### src/common/nb_cfg_pkg.sv
//--------------------------------------------------
// Neighbor store configuration
//--------------------------------------------------

package nb_cfg_pkg;

    // Picture size limits
    localparam int MAX_MB_WIDTH = 128;
    localparam int MB_ADDR_W    = 7;

    // APB address decode
    localparam int APB_ADDR_W = 8;

    //--------------------------------------------------
    // Register map
    //--------------------------------------------------
    // Bit 0 written as 1 starts a frame
    localparam logic [APB_ADDR_W-1:0] REG_CTRL      = 8'h00;
    localparam logic [APB_ADDR_W-1:0] REG_MB_WIDTH  = 8'h04;
    localparam logic [APB_ADDR_W-1:0] REG_MB_HEIGHT = 8'h08;
    // Busy, frame_done and current position, read only
    localparam logic [APB_ADDR_W-1:0] REG_STATUS    = 8'h0C;

endpackage

### src/source/nb_apb_regs.sv
//--------------------------------------------------
// APB control and status registers
//--------------------------------------------------
`timescale 1ns/1ps

module nb_apb_regs
    import nb_cfg_pkg::*;
(
    input  logic                  clk,
    input  logic                  rst_n,
    input  logic                  psel,
    input  logic                  penable,
    input  logic                  pwrite,
    input  logic [APB_ADDR_W-1:0] paddr,
    input  logic [31:0]           pwdata,
    output logic [31:0]           prdata,
    output logic                  pready,
    output logic                  pslverr,
    input  logic                  busy,
    input  logic                  frame_done,
    input  logic [MB_ADDR_W-1:0]  mb_x,
    input  logic [MB_ADDR_W-1:0]  mb_y,
    output logic                  frame_start,
    output logic [MB_ADDR_W-1:0]  mb_width,
    output logic [MB_ADDR_W-1:0]  mb_height
);

    logic        access;
    logic        wr_access;
    logic        illegal;
    logic [31:0] status;

    // No wait states
    assign pready    = 1'b1;
    assign access    = psel && penable;
    assign wr_access = access && pwrite;

    assign status = {9'b0, mb_y, 1'b0, mb_x, 6'b0, frame_done, busy};

    //--------------------------------------------------
    // Read mux and access checks
    //--------------------------------------------------
    always_comb begin
        prdata  = '0;
        illegal = 1'b0;
        case (paddr)
            REG_CTRL: begin
                // Start while a frame runs
                illegal = pwrite && pwdata[0] && busy;
            end
            REG_MB_WIDTH: begin
                prdata = {{(32-MB_ADDR_W){1'b0}}, mb_width};
            end
            REG_MB_HEIGHT: begin
                prdata = {{(32-MB_ADDR_W){1'b0}}, mb_height};
            end
            REG_STATUS: begin
                prdata  = status;
                illegal = pwrite;
            end
            default: begin
                illegal = 1'b1;
            end
        endcase
    end

    assign pslverr = access && illegal;

    //--------------------------------------------------
    // Size registers and start pulse
    //--------------------------------------------------
    always_ff @(posedge clk or negedge rst_n) begin
        if (!rst_n) begin
            mb_width    <= '0;
            mb_height   <= '0;
            frame_start <= 1'b0;
        end else begin
            frame_start <= wr_access && (paddr == REG_CTRL) && pwdata[0] && !busy;
            if (wr_access && (paddr == REG_MB_WIDTH)) begin
                mb_width <= pwdata[MB_ADDR_W-1:0];
            end
            if (wr_access && (paddr == REG_MB_HEIGHT)) begin
                mb_height <= pwdata[MB_ADDR_W-1:0];
            end
        end
    end

endmodule

### config.mk
export PLATFORM = sky130hd
export DESIGN_NAME = nb_apb_regs
export DESIGN_NICKNAME = d
export VERILOG_FILES = /design/src/common/nb_cfg_pkg.sv /design/src/source/nb_apb_regs.sv
export SDC_FILE = /design/constraint.sdc
export NUM_CORES = 1
export LEC_CHECK = 0
export ABC_AREA = 1
export BUFFER_PORTS_ARGS = -buffer_cell sky130_fd_sc_hd__buf_2
export CORE_MARGIN = 5
export CORE_UTILIZATION = 37
export CTS_BUF_LIST = sky130_fd_sc_hd__clkbuf_16
export CTS_CLUSTER_SIZE = 12
export DETAILED_ROUTE_END_ITERATION = 10
export PLACE_DENSITY = 0.79
export SYNTH_ARGS = -nofsm -noshare
export SYNTH_HDL_FRONTEND = slang
export SYNTH_SLANG_ARGS = --single-unit
### constraint.sdc
create_clock -name clk -period 0.9 [get_ports clk]
set_input_delay 0.045 -clock clk [delete_from_list [all_inputs] [get_ports clk]]
set_output_delay 0.045 -clock clk [all_outputs]
set_load 0.02 [all_outputs]
-- Word level (Yosys, flattened, before mapping)
Index checks and enable logic that the tools add are counted.
- flip-flop bits (word level): 15
- bits in latches: 0
- memory bits (writable): 0
- memory bits (read-only): 0
- bits of input ports: 61
- output and inout bits: 49
- memories kept: 0
- add/sub/neg operators: 0
- $mul: 0
- div/mod/pow operators: 0
- magnitude comparators: 0
- equal/unequal tests: 3
- shift-type cells: 0
- muxes and demuxes: 2
- bitwise operators: 0
- reductions and logical operators: 13
- operators with widths (cell ; number):
    $pmux W23 S3 ; 1
    $eq A8 B4 Y1 const B ; 2
    $logic_and A1 B1 Y1 ; 10
    $eq A8 B3 Y1 const B ; 1
    $logic_not A8 Y1 ; 1
    $pmux W1 S3 ; 1
    $reduce_or A2 Y1 ; 1
    $logic_not A1 Y1 ; 1

-- Longest topological paths before layout
Gate-level depths: netlist (run 1).
- word-level depth: 5
- mapped depth: 7
- gate-level depth less buffers: 7

-- Worst setup path after synthesis (run 1)
Ideal clock, no wire load.
- kind: input -> output
- start point: input paddr[7]
- end point: output prdata[12]
- data arrival time: 0.848 ns
- data required time: 0.855 ns
- path slack: 0.007 ns
- stages: 6
- path buffers: 1
- path through: nor2_2 > nand2_4 > inv_2 > nand2_4 > buf_6 > nor2_2
- cells in the longest elaborated chain, start to end: 2
- elaborated cells between the ends (all ways): 4
- those cells by class: eq/ne (3); mux (1)
- RTL lines (what ; RTL line ; RTL):
    start: declaration ; nb_apb_regs.sv:14 ; input logic [APB_ADDR_W-1:0] paddr,
    $eq A8 B4 Y1 or $eq A8 B3 Y1 (tied branches) ; nb_apb_regs.sv:46 ; case (paddr)
    $pmux W23 S3 * ; nb_apb_regs.sv:46 ;
    end: declaration ; nb_apb_regs.sv:16 ; output logic [31:0] prdata,
Every way passes the cells marked *; elsewhere a longest branch is shown, timed or not.

-- Worst setup path after layout (run 1)
- start point: register mb_width[0]
- end point: output prdata[0]
- cells in the longest elaborated chain, start to end: 1
- RTL lines (what ; RTL line ; RTL):
    start: declaration ; nb_apb_regs.sv:24 ; output logic [MB_ADDR_W-1:0] mb_width,
    start signal: assignment ; nb_apb_regs.sv:80 ; mb_width <= pwdata[MB_ADDR_W-1:0];
    $pmux W23 S3 ; nb_apb_regs.sv:46 ;
No other way between the ends.

==> impl_metrics.env, run 1 <==
export IMPL_grt_pass1_vias=1249
export IMPL_die_area_um2=4370
export IMPL_hold_viol_final=0
export IMPL_cp_startpoint="mb_width[0]"
export IMPL_numCtsBuffers=3
export IMPL_maxSlewViolCount=0
export IMPL_clkPwrFrac_pct=45.6
export IMPL_postRouteAntennaNets=0
export IMPL_grt_max_degree=16
export IMPL_start_util_pct=38.4
export IMPL_syn_area_um2=1160
export IMPL_die_y_um=66.1
export IMPL_port_buffers=72
export IMPL_syn_to_final_growth_pct=70.5
export IMPL_avgSynthCellArea_um2=7.23
export IMPL_first_pass_iters=5
export IMPL_grt_pass1_wl_um=5490
export IMPL_finClkSkew_ns=0
export IMPL_synthArstFlopShare_pct=100
export IMPL_fp_dieW_um=66.1
export IMPL_final_cell_mix="nand2_1, buf_2, buf_6"
export IMPL_crit_path_start_kind="register"
export IMPL_vias=1249
export IMPL_violations="setup timing"
export IMPL_hold_start="pwdata[5]"
export IMPL_postSynthCellCount=161
export IMPL_place_ws_ns=-0.175
export IMPL_fill_cells=259
export IMPL_cp_slowest_cell="dfrtp_1"
export IMPL_hp_class="in -> reg"
export IMPL_fmax_mhz=992
export IMPL_ys_warn_count=0
export IMPL_yosysUniqueCellTypes=20
export IMPL_r2r_start="mb_width[3]"
export IMPL_powerDensity_nw_per_um2=943
export IMPL_setup_viol=22
export IMPL_rows=20
export IMPL_wl_met1_um=1250
export IMPL_cap_violations=0
export IMPL_post_drt_wl_per_cell_um=11.8
export IMPL_end_kind="primary output"
export IMPL_period_share_pct=112
export IMPL_via_per_inst=4.28
export IMPL_top_signal_layer_used="met4"
export IMPL_cpPeakStageDelay_ns=0.40
export IMPL_layout_commonest_cell="nand2_1"
export IMPL_cts_root_buffer="clkbuf_16"
export IMPL_num_io_pins=110
export IMPL_setup_slack_ns=-0.108
export IMPL_nNetsFinal=310
export IMPL_fin_util_pct=65.5
export IMPL_sw_frac_of_total_pct=25.5
export IMPL_synth_area_leader_cell="dfrtp_1"
export IMPL_worstPathMaxFanout=3
export IMPL_combPwrFrac_pct=17.3
export IMPL_crit_path_cell_trace="nand2_2 > nand3_2 > buf_6"
export IMPL_drc=0
export IMPL_rsz0062_at_grt="true"
export IMPL_synth_seq_cells=15
export IMPL_arrival_ns=0.96
export IMPL_clockBufferDepth=2
export IMPL_finalWirelength_um=3450
export IMPL_crit_type="reg -> out"
export IMPL_seq_area_frac_synth_pct=32.3
export IMPL_synthTopCellsByArea="dfrtp_1, nand2_1, buf_4"
export IMPL_grtUsageTotal_pct=15.9
export IMPL_drtIter0Drc=31
export IMPL_synth_top_area_share_pct=32.3
export IMPL_crit_required_ns=0.85
export IMPL_synth_top_flop_cell="dfrtp_1"
export IMPL_p_leak_nw=1.26
export IMPL_p_switching_w=0.000477
export IMPL_grt_overflow_total=0
export IMPL_crit_buf_inv=1
export IMPL_hpwl_um=2560
export IMPL_finalWorstPathRequiredPeriod_ns=1.01
export IMPL_antenna_found_initial=0
export IMPL_irDropWorstVdd_uv=991
export IMPL_power_frac_seq_pct=37.0
export IMPL_wl_met3_um=231
export IMPL_clk_pin_slew_worst_paths_ns=0.05
export IMPL_antenna_cells=0
export IMPL_core_area_um2=3030
export IMPL_clock_latency_ns=0.24
export IMPL_gp_congestion=0.773
export IMPL_drive_gt1_share_pct=51.6
export IMPL_cts_max_level=1
export IMPL_wl_met2_um=1950
export IMPL_cts_tree="yes"
export IMPL_cp_top_family="flip-flops"
export IMPL_run_status="complete, but fails checks"
export IMPL_synth_edff_count=0
export IMPL_clock_sink_count=15
export IMPL_p_int_w=0.00139
-- stage by stage --
stage / power (W) / hold slack (ns) / std cells / TNS (ns) / area (um^2)
after floorplan: 0.000887 / -0.251 / 171 / 0 / 1200
after global placement: 0.000975 / -0.0403 / 281 / -4.40 / 1580
after detailed placement: 0.000982 / -0.0334 / 281 / -5.08 / 1580
after CTS: 0.00186 / 0.0135 / 289 / -1.17 / 1880
after global routing: 0.00194 / 0.0118 / 292 / -2.73 / 1980
final: 0.00187 / 0.0103 / 292 / -1.33 / 1980
-- cell usage after synthesis (2+ instances only) --
library cell,instances
conb_1,2
nand2_1,70
nor2_1,7
nand3_1,4
nor2_8,2
nand2_4,4
dfrtp_1,15
buf_4,12
nor2_4,3
inv_1,20
nor2_2,11
nor3_4,2
nand3_4,2
-- per-layer routing --
metal	global-route usage (%)	up-vias
met5	0	-
met4	3.30	0
met2	29.7	40
met3	3.91	2
li1	-	624
met1	18.0	583
-- area by class of cell --
class	count	area [um^2]	share of cell area, %
sequential	15	375	18.9
inverter	21	81.3	4.10
multi-input combinational	122	733	36.9
tap	44	55.1	2.77
clock inverter	1	3.75	0.189
clock buffer	3	75.1	3.78
timing repair buffer	86	661	33.3
-- worst paths after layout --
check / end / slack, ns / depth (start not counted)
hold / removal: mb_width[5] / 0.01 / 3
max in group asynchronous: mb_width[0] / 0.40 / 2
min in group asynchronous: mb_height[2] / 0.24 / 2
hold reg to reg: mb_width[4] / 0.50 / 2
setup / recovery: prdata[0] / -0.11 / 3
setup reg to reg: mb_width[3] / 0.24 / 2
-- timing repair --
| item | CTS | global route |
|---|---|---|
| setup buffers | 3 | 2 |
| endpoints found under the hold margin | 15 | 0 |
| cloned | 0 | 1 |
| setup endpoints to repair | 22 | 23 |
| hold buffers | 1 | 0 |
| gates resized for setup | 57 | 17 |
| pin swaps | 14 | 10 |
-- registers in the layout (all words and copies together), names as in the netlist --
signal,flops
mb_width,7
frame_start,1
mb_height,7
-- logic make-up after synthesis --
group	Yosys count	share of synthesized area [%]
DFF	15	32.3
and+or+nand+nor	109	51.0
AOI/OAI and AO/OA	1	0.645
buffers and inverters	34	15.5
other	2	0.645
-- worst reg2reg max path, cell delays in order, from the launching register on --
cell and delay [ns]:
dfrtp_1 0.40, nand2_1 0.09, nand2_1 0.06
-- power by group through the flow --
stage	Sequential, W	Clock (W)	Combinational, W
CTS	0.000693	0.000856	0.000316
global route	0.000694	0.000887	0.000354
global placement	0.000703	0	0.000272
detailed placement	0.000703	0	0.000278
floorplan	0.000714	0	0.000173
finish	0.000693	0.000854	0.000324
Power figures use the tool's default switching activity.
==> run 2, diff against run 1 <==
Settings changed: ABC_AREA 1 to default, CORE_UTILIZATION 37 to 33, PLACE_DENSITY 0.79 to 0.77.
==> run 2 against run 1 <==
Net effect:
- the flow still finishes with violations (setup timing)
- sequential power about the same
- global-route usage increased by 1.2 points
- via count fell by 16%
- hold slack better by 0.034 ns
- clock skew is the same
==> impl_metrics.env, run 2 <==
export IMPL_run_status="complete, but fails checks"
export IMPL_violations="setup timing"
export IMPL_synth_edff_count=0
export IMPL_fin_area_um2=1890
export IMPL_postSynthCellCount=92
export IMPL_synth_seq_cells=15
export IMPL_gp_congestion=0.856
export IMPL_fill_cells=201
export IMPL_grt_pass1_vias=1123
export IMPL_arrival_ns=1.31
export IMPL_cpPeakStageDelay_ns=0.39
export IMPL_crit_buf_inv=1
export IMPL_crit_path_cell_trace="mux2_4 > a22oi_2 > nor2_4 > buf_6"
export IMPL_clock_latency_ns=0.25
export IMPL_fp_dieW_um=64.3
export IMPL_rsz0062_at_grt="true"
export IMPL_synthArstFlopShare_pct=100
export IMPL_register_area_um2=378
export IMPL_seq_area_frac_synth_pct=38.6
export IMPL_end_kind="primary output"
export IMPL_drc=0
export IMPL_synth_most_common_cell="mux2_2"
export IMPL_synth_top_area_share_pct=38.6
export IMPL_multi_input_area_um2=687
export IMPL_finalWirelength_um=3600
export IMPL_finClkSkew_ns=0
export IMPL_cp_top_family="flip-flops"
export IMPL_cp_slowest_cell="dfrtp_2"
export IMPL_p_switching_w=0.000477
export IMPL_drtIter0Drc=7
export IMPL_finalWorstPathRequiredPeriod_ns=1.36
export IMPL_synth_common_cells="mux2_2, dfrtp_1, and2_1"
export IMPL_muxShareOfSynthArea_pct=18.5
export IMPL_hp_class="in -> reg"
export IMPL_setup_tns_final_ns=-8.05
export IMPL_setup_viol=39
export IMPL_die_area_um2=4140
export IMPL_period_share_pct=151
export IMPL_hold_viol_final=0
export IMPL_synthTopCellsByArea="dfrtp_1, mux2_2, buf_4"
export IMPL_synth_top_flop_cell="dfrtp_1"
export IMPL_clk_pin_slew_worst_paths_ns=0.05
export IMPL_p_leak_nw=0.996
export IMPL_vias=1052
export IMPL_fmax_mhz=736
export IMPL_clkPwrFrac_pct=45.4
export IMPL_hpwl_um=2570
export IMPL_port_buffers=72
export IMPL_r2r_start="mb_width[1]"
export IMPL_drive_gt1_share_pct=80.3
export IMPL_crit_required_ns=0.85
export IMPL_num_io_pins=110
export IMPL_ys_warn_count=0
export IMPL_syn_area_um2=973
export IMPL_largestRegisters="mb_height (7), mb_width (7), frame_start (1)"
export IMPL_yosysUniqueCellTypes=21
export IMPL_irDropWorstVdd_uv=1130
export IMPL_synthXorXnorAreaFrac_pct=0
export IMPL_hold_start="pwdata[2]"
export IMPL_timing_rr_end="mb_width[1]"
export IMPL_instances_no_fill=214
export IMPL_via_per_inst=4.92
export IMPL_antenna_found_initial=0
export IMPL_rr_worst_depth=3
export IMPL_crit_type="reg -> out"
export IMPL_clockBufferDepth=2
export IMPL_avgSynthCellArea_um2=10.6
export IMPL_combPwrFrac_pct=18.2
export IMPL_regToRegSetupSlack_ns=-0.09
export IMPL_grt_max_degree=16
export IMPL_sw_frac_of_total_pct=25.0
export IMPL_cts_root_buffer="clkbuf_16"
export IMPL_worstPathMaxFanout=2
export IMPL_yosys_area_share_simple_pct=25.1
export IMPL_grt_pass1_wl_um=5660
export IMPL_synth_top_family_by_area="simple AND/OR/NAND/NOR gates"
export IMPL_clock_sink_count=15
export IMPL_dpl_cell_area_um2=1460
export IMPL_cts_tree="yes"
export IMPL_power_frac_seq_pct=36.4
export IMPL_start_util_pct=35.0
export IMPL_syn_to_final_growth_pct=94.6
export IMPL_nNetsFinal=245
export IMPL_hold_end="mb_height[2]"
export IMPL_post_drt_wl_per_cell_um=16.8
export IMPL_p_int_w=0.00143
export IMPL_first_pass_iters=4
export IMPL_postRouteAntennaNets=0
export IMPL_synth_fa_ha_area_share_pct=0
export IMPL_cts_max_level=1
export IMPL_layout_commonest_cell="buf_2"
export IMPL_synth_area_leader_cell="dfrtp_1"
export IMPL_crit_path_start_kind="register"
export IMPL_rows=19
export IMPL_setup_slack_ns=-0.458
export IMPL_placedCellCount=203
export IMPL_die_y_um=64.3
export IMPL_grtUsageTotal_pct=17.1
export IMPL_maxSlewViolCount=0
export IMPL_cap_violations=0
export IMPL_numCtsBuffers=3
export IMPL_min_path_cells=2
export IMPL_core_area_um2=2780
export IMPL_powerDensity_nw_per_um2=1010
export IMPL_final_cell_mix="buf_2, buf_6, buf_4"
export IMPL_grt_overflow_total=0
export IMPL_synth_compound_area_share_pct=6.43
export IMPL_antenna_cells=0
==> run 2: worst max path at each step <==
stage	from	to	cells past startpoint
finish	mb_width[0]	prdata[0]	4
detailed placement	paddr[6]	mb_width[1]	5
CTS	mb_width[0]	prdata[0]	4
global route	mb_width[0]	prdata[0]	4
floorplan	paddr[6]	prdata[12]	4
global placement	paddr[6]	mb_width[1]	5
==> run 2: what timing repair did <==
item | in CTS | in global routing
cloned | 1 | 0
resized for setup | 80 | 7
hold endpoints to repair | 16 | 0
endpoints found under the setup margin | 38 | 40
pin swaps | 14 | 6
setup buffers | 3 | 3
hold buffers | 2 | 0
==> run 2: through the flow <==
step / setup WS (ns) / utilization, % / hold WS, ns / power, W
after global routing: -0.495 / 68.1 / 0.0434 / 0.00198
after CTS: -0.453 / 67.1 / 0.0421 / 0.00191
after global placement: -0.410 / 52.5 / -0.0407 / 0.000983
after detailed placement: -0.452 / 52.5 / -0.0260 / 0.000991
after floorplan: -0.208 / - / -0.251 / 0.000865
final: -0.458 / 68.1 / 0.0447 / 0.00191
==> run 2: cell type report <==
type	count	share of cell area, %
Timing Repair Buffer	92	37.5
Multi-Input combinational cell	72	36.3
Sequential cell	15	19.9
Clock buffer	3	3.96
Tap cell	31	2.05
Clock inverter	1	0.264
==> run 2: layer usage <==
layer	vias to the layer above	track usage, %	part of all wire (%)
met3	4	5.78	13
li1	479	-	-
met4	0	3.82	0.95
met2	77	30.8	50
met5	-	0	0
met1	492	19.3	37
==> run 2: power groups by stage <==
| stage | logic [W] | registers, W | clock network [W] |
|---|---|---|---|
| 5_1_grt | 0.000372 | 0.000694 | 0.000915 |
| 3_5_place_dp | 0.000288 | 0.000703 | 0 |
| 6_report | 0.000346 | 0.000694 | 0.000866 |
| 3_3_place_gp | 0.000280 | 0.000703 | 0 |
| 2_1_floorplan | 0.000150 | 0.000714 | 0 |
| 4_1_cts | 0.000333 | 0.000694 | 0.000883 |
==> run 2: worst reg2reg max path: stages, from the launching register on <==
cell and delay (ns):
dfrtp_2 0.40, buf_6 0.11, buf_6 0.10, mux2_2 0.25
==> run 2: kinds of logic (layout without fill, tap and decap cells) <==
logic type,Yosys count,count (layout)
mux,16,16
other cells,2,12
flops,15,15
buf+inv,15,96
simple gates,36,36
compound gates,8,8
==> run 3, diff against run 2 <==
Settings changed: SKIP_LAST_GASP from default to 1.
==> run 3 against run 2 <==
Net effect:
- the flow still finishes with violations (setup timing)
- clock-buffer cell count unchanged
- power barely moved
- global-route usage is 0.072 points higher
- final area is the same
- setup slack gained 0.027 ns
- highest routed layer unchanged
- critical path depth unchanged
- sequential power barely moved
- routed wire length up 0.36%
==> impl_metrics.env, run 3 (synthesis gave the netlist of run 2 again) <==
export IMPL_placedCellCount=203
export IMPL_instances_no_fill=214
export IMPL_post_drt_wl_per_cell_um=16.9
export IMPL_hold_end="mb_height[2]"
export IMPL_clockBufferDepth=2
export IMPL_gp_congestion=0.856
export IMPL_place_ws_ns=-0.452
export IMPL_r2r_start="mb_width[1]"
export IMPL_run_status="complete, but fails checks"
export IMPL_setup_slack_ns=-0.431
export IMPL_drtIter0Drc=13
export IMPL_nNetsFinal=245
export IMPL_core_area_um2=2780
export IMPL_rsz0062_at_grt="true"
export IMPL_num_io_pins=110
export IMPL_start_util_pct=35.0
export IMPL_clk_pin_slew_worst_paths_ns=0.05
export IMPL_syn_to_final_growth_pct=94.6
export IMPL_crit_type="reg -> out"
export IMPL_grtUsageTotal_pct=17.2
export IMPL_clock_latency_ns=0.25
export IMPL_hold_viol_final=0
export IMPL_totalPowerFinal_w=0.00190
export IMPL_largestRegisters="mb_height (7), mb_width (7), frame_start (1)"
export IMPL_cts_max_level=1
export IMPL_powerDensity_nw_per_um2=1010
export IMPL_rr_worst_depth=3
export IMPL_postRouteAntennaNets=0
export IMPL_antenna_cells=0
export IMPL_worstPathMaxFanout=2
export IMPL_rows=19
export IMPL_fmax_mhz=751
export IMPL_clock_sink_count=15
export IMPL_fill_cells=204
export IMPL_finalWorstPathRequiredPeriod_ns=1.33
export IMPL_min_path_cells=2
export IMPL_finClkSkew_ns=0
export IMPL_cts_root_buffer="clkbuf_16"
export IMPL_fp_dieW_um=64.3
export IMPL_antenna_found_initial=0
export IMPL_irDropWorstVdd_uv=1120
export IMPL_setup_viol=39
export IMPL_final_cell_mix="buf_2, buf_6, buf_4"
export IMPL_finalWirelength_um=3610
export IMPL_die_area_um2=4140
export IMPL_first_pass_iters=3
export IMPL_via_per_inst=4.92
export IMPL_end_kind="primary output"
export IMPL_maxSlewViolCount=0
export IMPL_fin_hold_ws_ns=0.0446
export IMPL_hp_class="in -> reg"
export IMPL_p_leak_nw=0.996
export IMPL_grt_overflow_total=0
export IMPL_port_buffers=72
export IMPL_grt_pass1_vias=1123
export IMPL_die_y_um=64.3
export IMPL_cap_violations=0
export IMPL_vias=1053
export IMPL_drc=0
export IMPL_cts_tree="yes"
export IMPL_regToRegSetupSlack_ns=-0.09
export IMPL_crit_required_ns=0.85
export IMPL_cp_startpoint="mb_width[0]"
export IMPL_arrival_ns=1.29
export IMPL_crit_path_start_kind="register"
export IMPL_fin_area_um2=1890
export IMPL_hpwl_um=2570
export IMPL_grt_max_degree=16
export IMPL_numCtsBuffers=3
export IMPL_layout_commonest_cell="buf_2"
export IMPL_period_share_pct=148
export IMPL_timing_rr_end="mb_width[1]"
export IMPL_grt_pass1_wl_um=5680
export IMPL_violations="setup timing"
export IMPL_hold_start="pwdata[2]"
export IMPL_drive_gt1_share_pct=80.3
export IMPL_dpl_cell_area_um2=1460
[run 3: layer usage]
layer / track usage, % / part of all wire [%]
met1: 19.4 / 37
met2: 31.0 / 50
met3: 5.78 / 13
met4: 3.82 / 0.53
met5: 0 / 0
[run 3: where the power goes]
group,switching [W],internal [W]
Clock,0.000271,0.000593
Sequential,0.00000846,0.000685
Combinational,0.000197,0.000150
[run 3: what timing repair did]
item	in CTS	in global routing
endpoints found under the hold margin	16	0
setup buffers	3	3
resized for setup	78	9
pin swaps	14	6
gates cloned	1	0
endpoints found under the setup margin	38	41
hold buffers	2	0
[run 3: worst max-delay path: stages, from the launching register on]
cell     delay (ns)
dfrtp_2        0.39
mux2_4         0.27
a22oi_2        0.21
nor2_4         0.04
buf_6          0.13
[run 3: final cells by class]
type / instances / area (um^2) / area share, %
tap: 31 / 38.8 / 2.05
clock inverter: 1 / 5.00 / 0.264
timing repair buffer: 92 / 711 / 37.5
clock buffer: 3 / 75.1 / 3.96
sequential: 15 / 378 / 19.9
multi-input combinational: 72 / 687 / 36.3
[run 3: how the worst max path moves through the flow]
stage | end | slack, ns | cells past startpoint
detailed placement | mb_width[1] | -0.45 | 5
floorplan | prdata[12] | -0.21 | 4
global placement | mb_width[1] | -0.41 | 5
global route | prdata[0] | -0.48 | 4
finish | prdata[0] | -0.43 | 4
CTS | prdata[0] | -0.45 | 4
[run 3: through the flow]
stage               TNS, ns  util, %
global placement     -12.65     52.5
finish                -8.05     68.1
global route         -11.00     68.1
floorplan             -5.76        -
CTS                   -9.42     66.9
detailed placement   -13.49     52.5
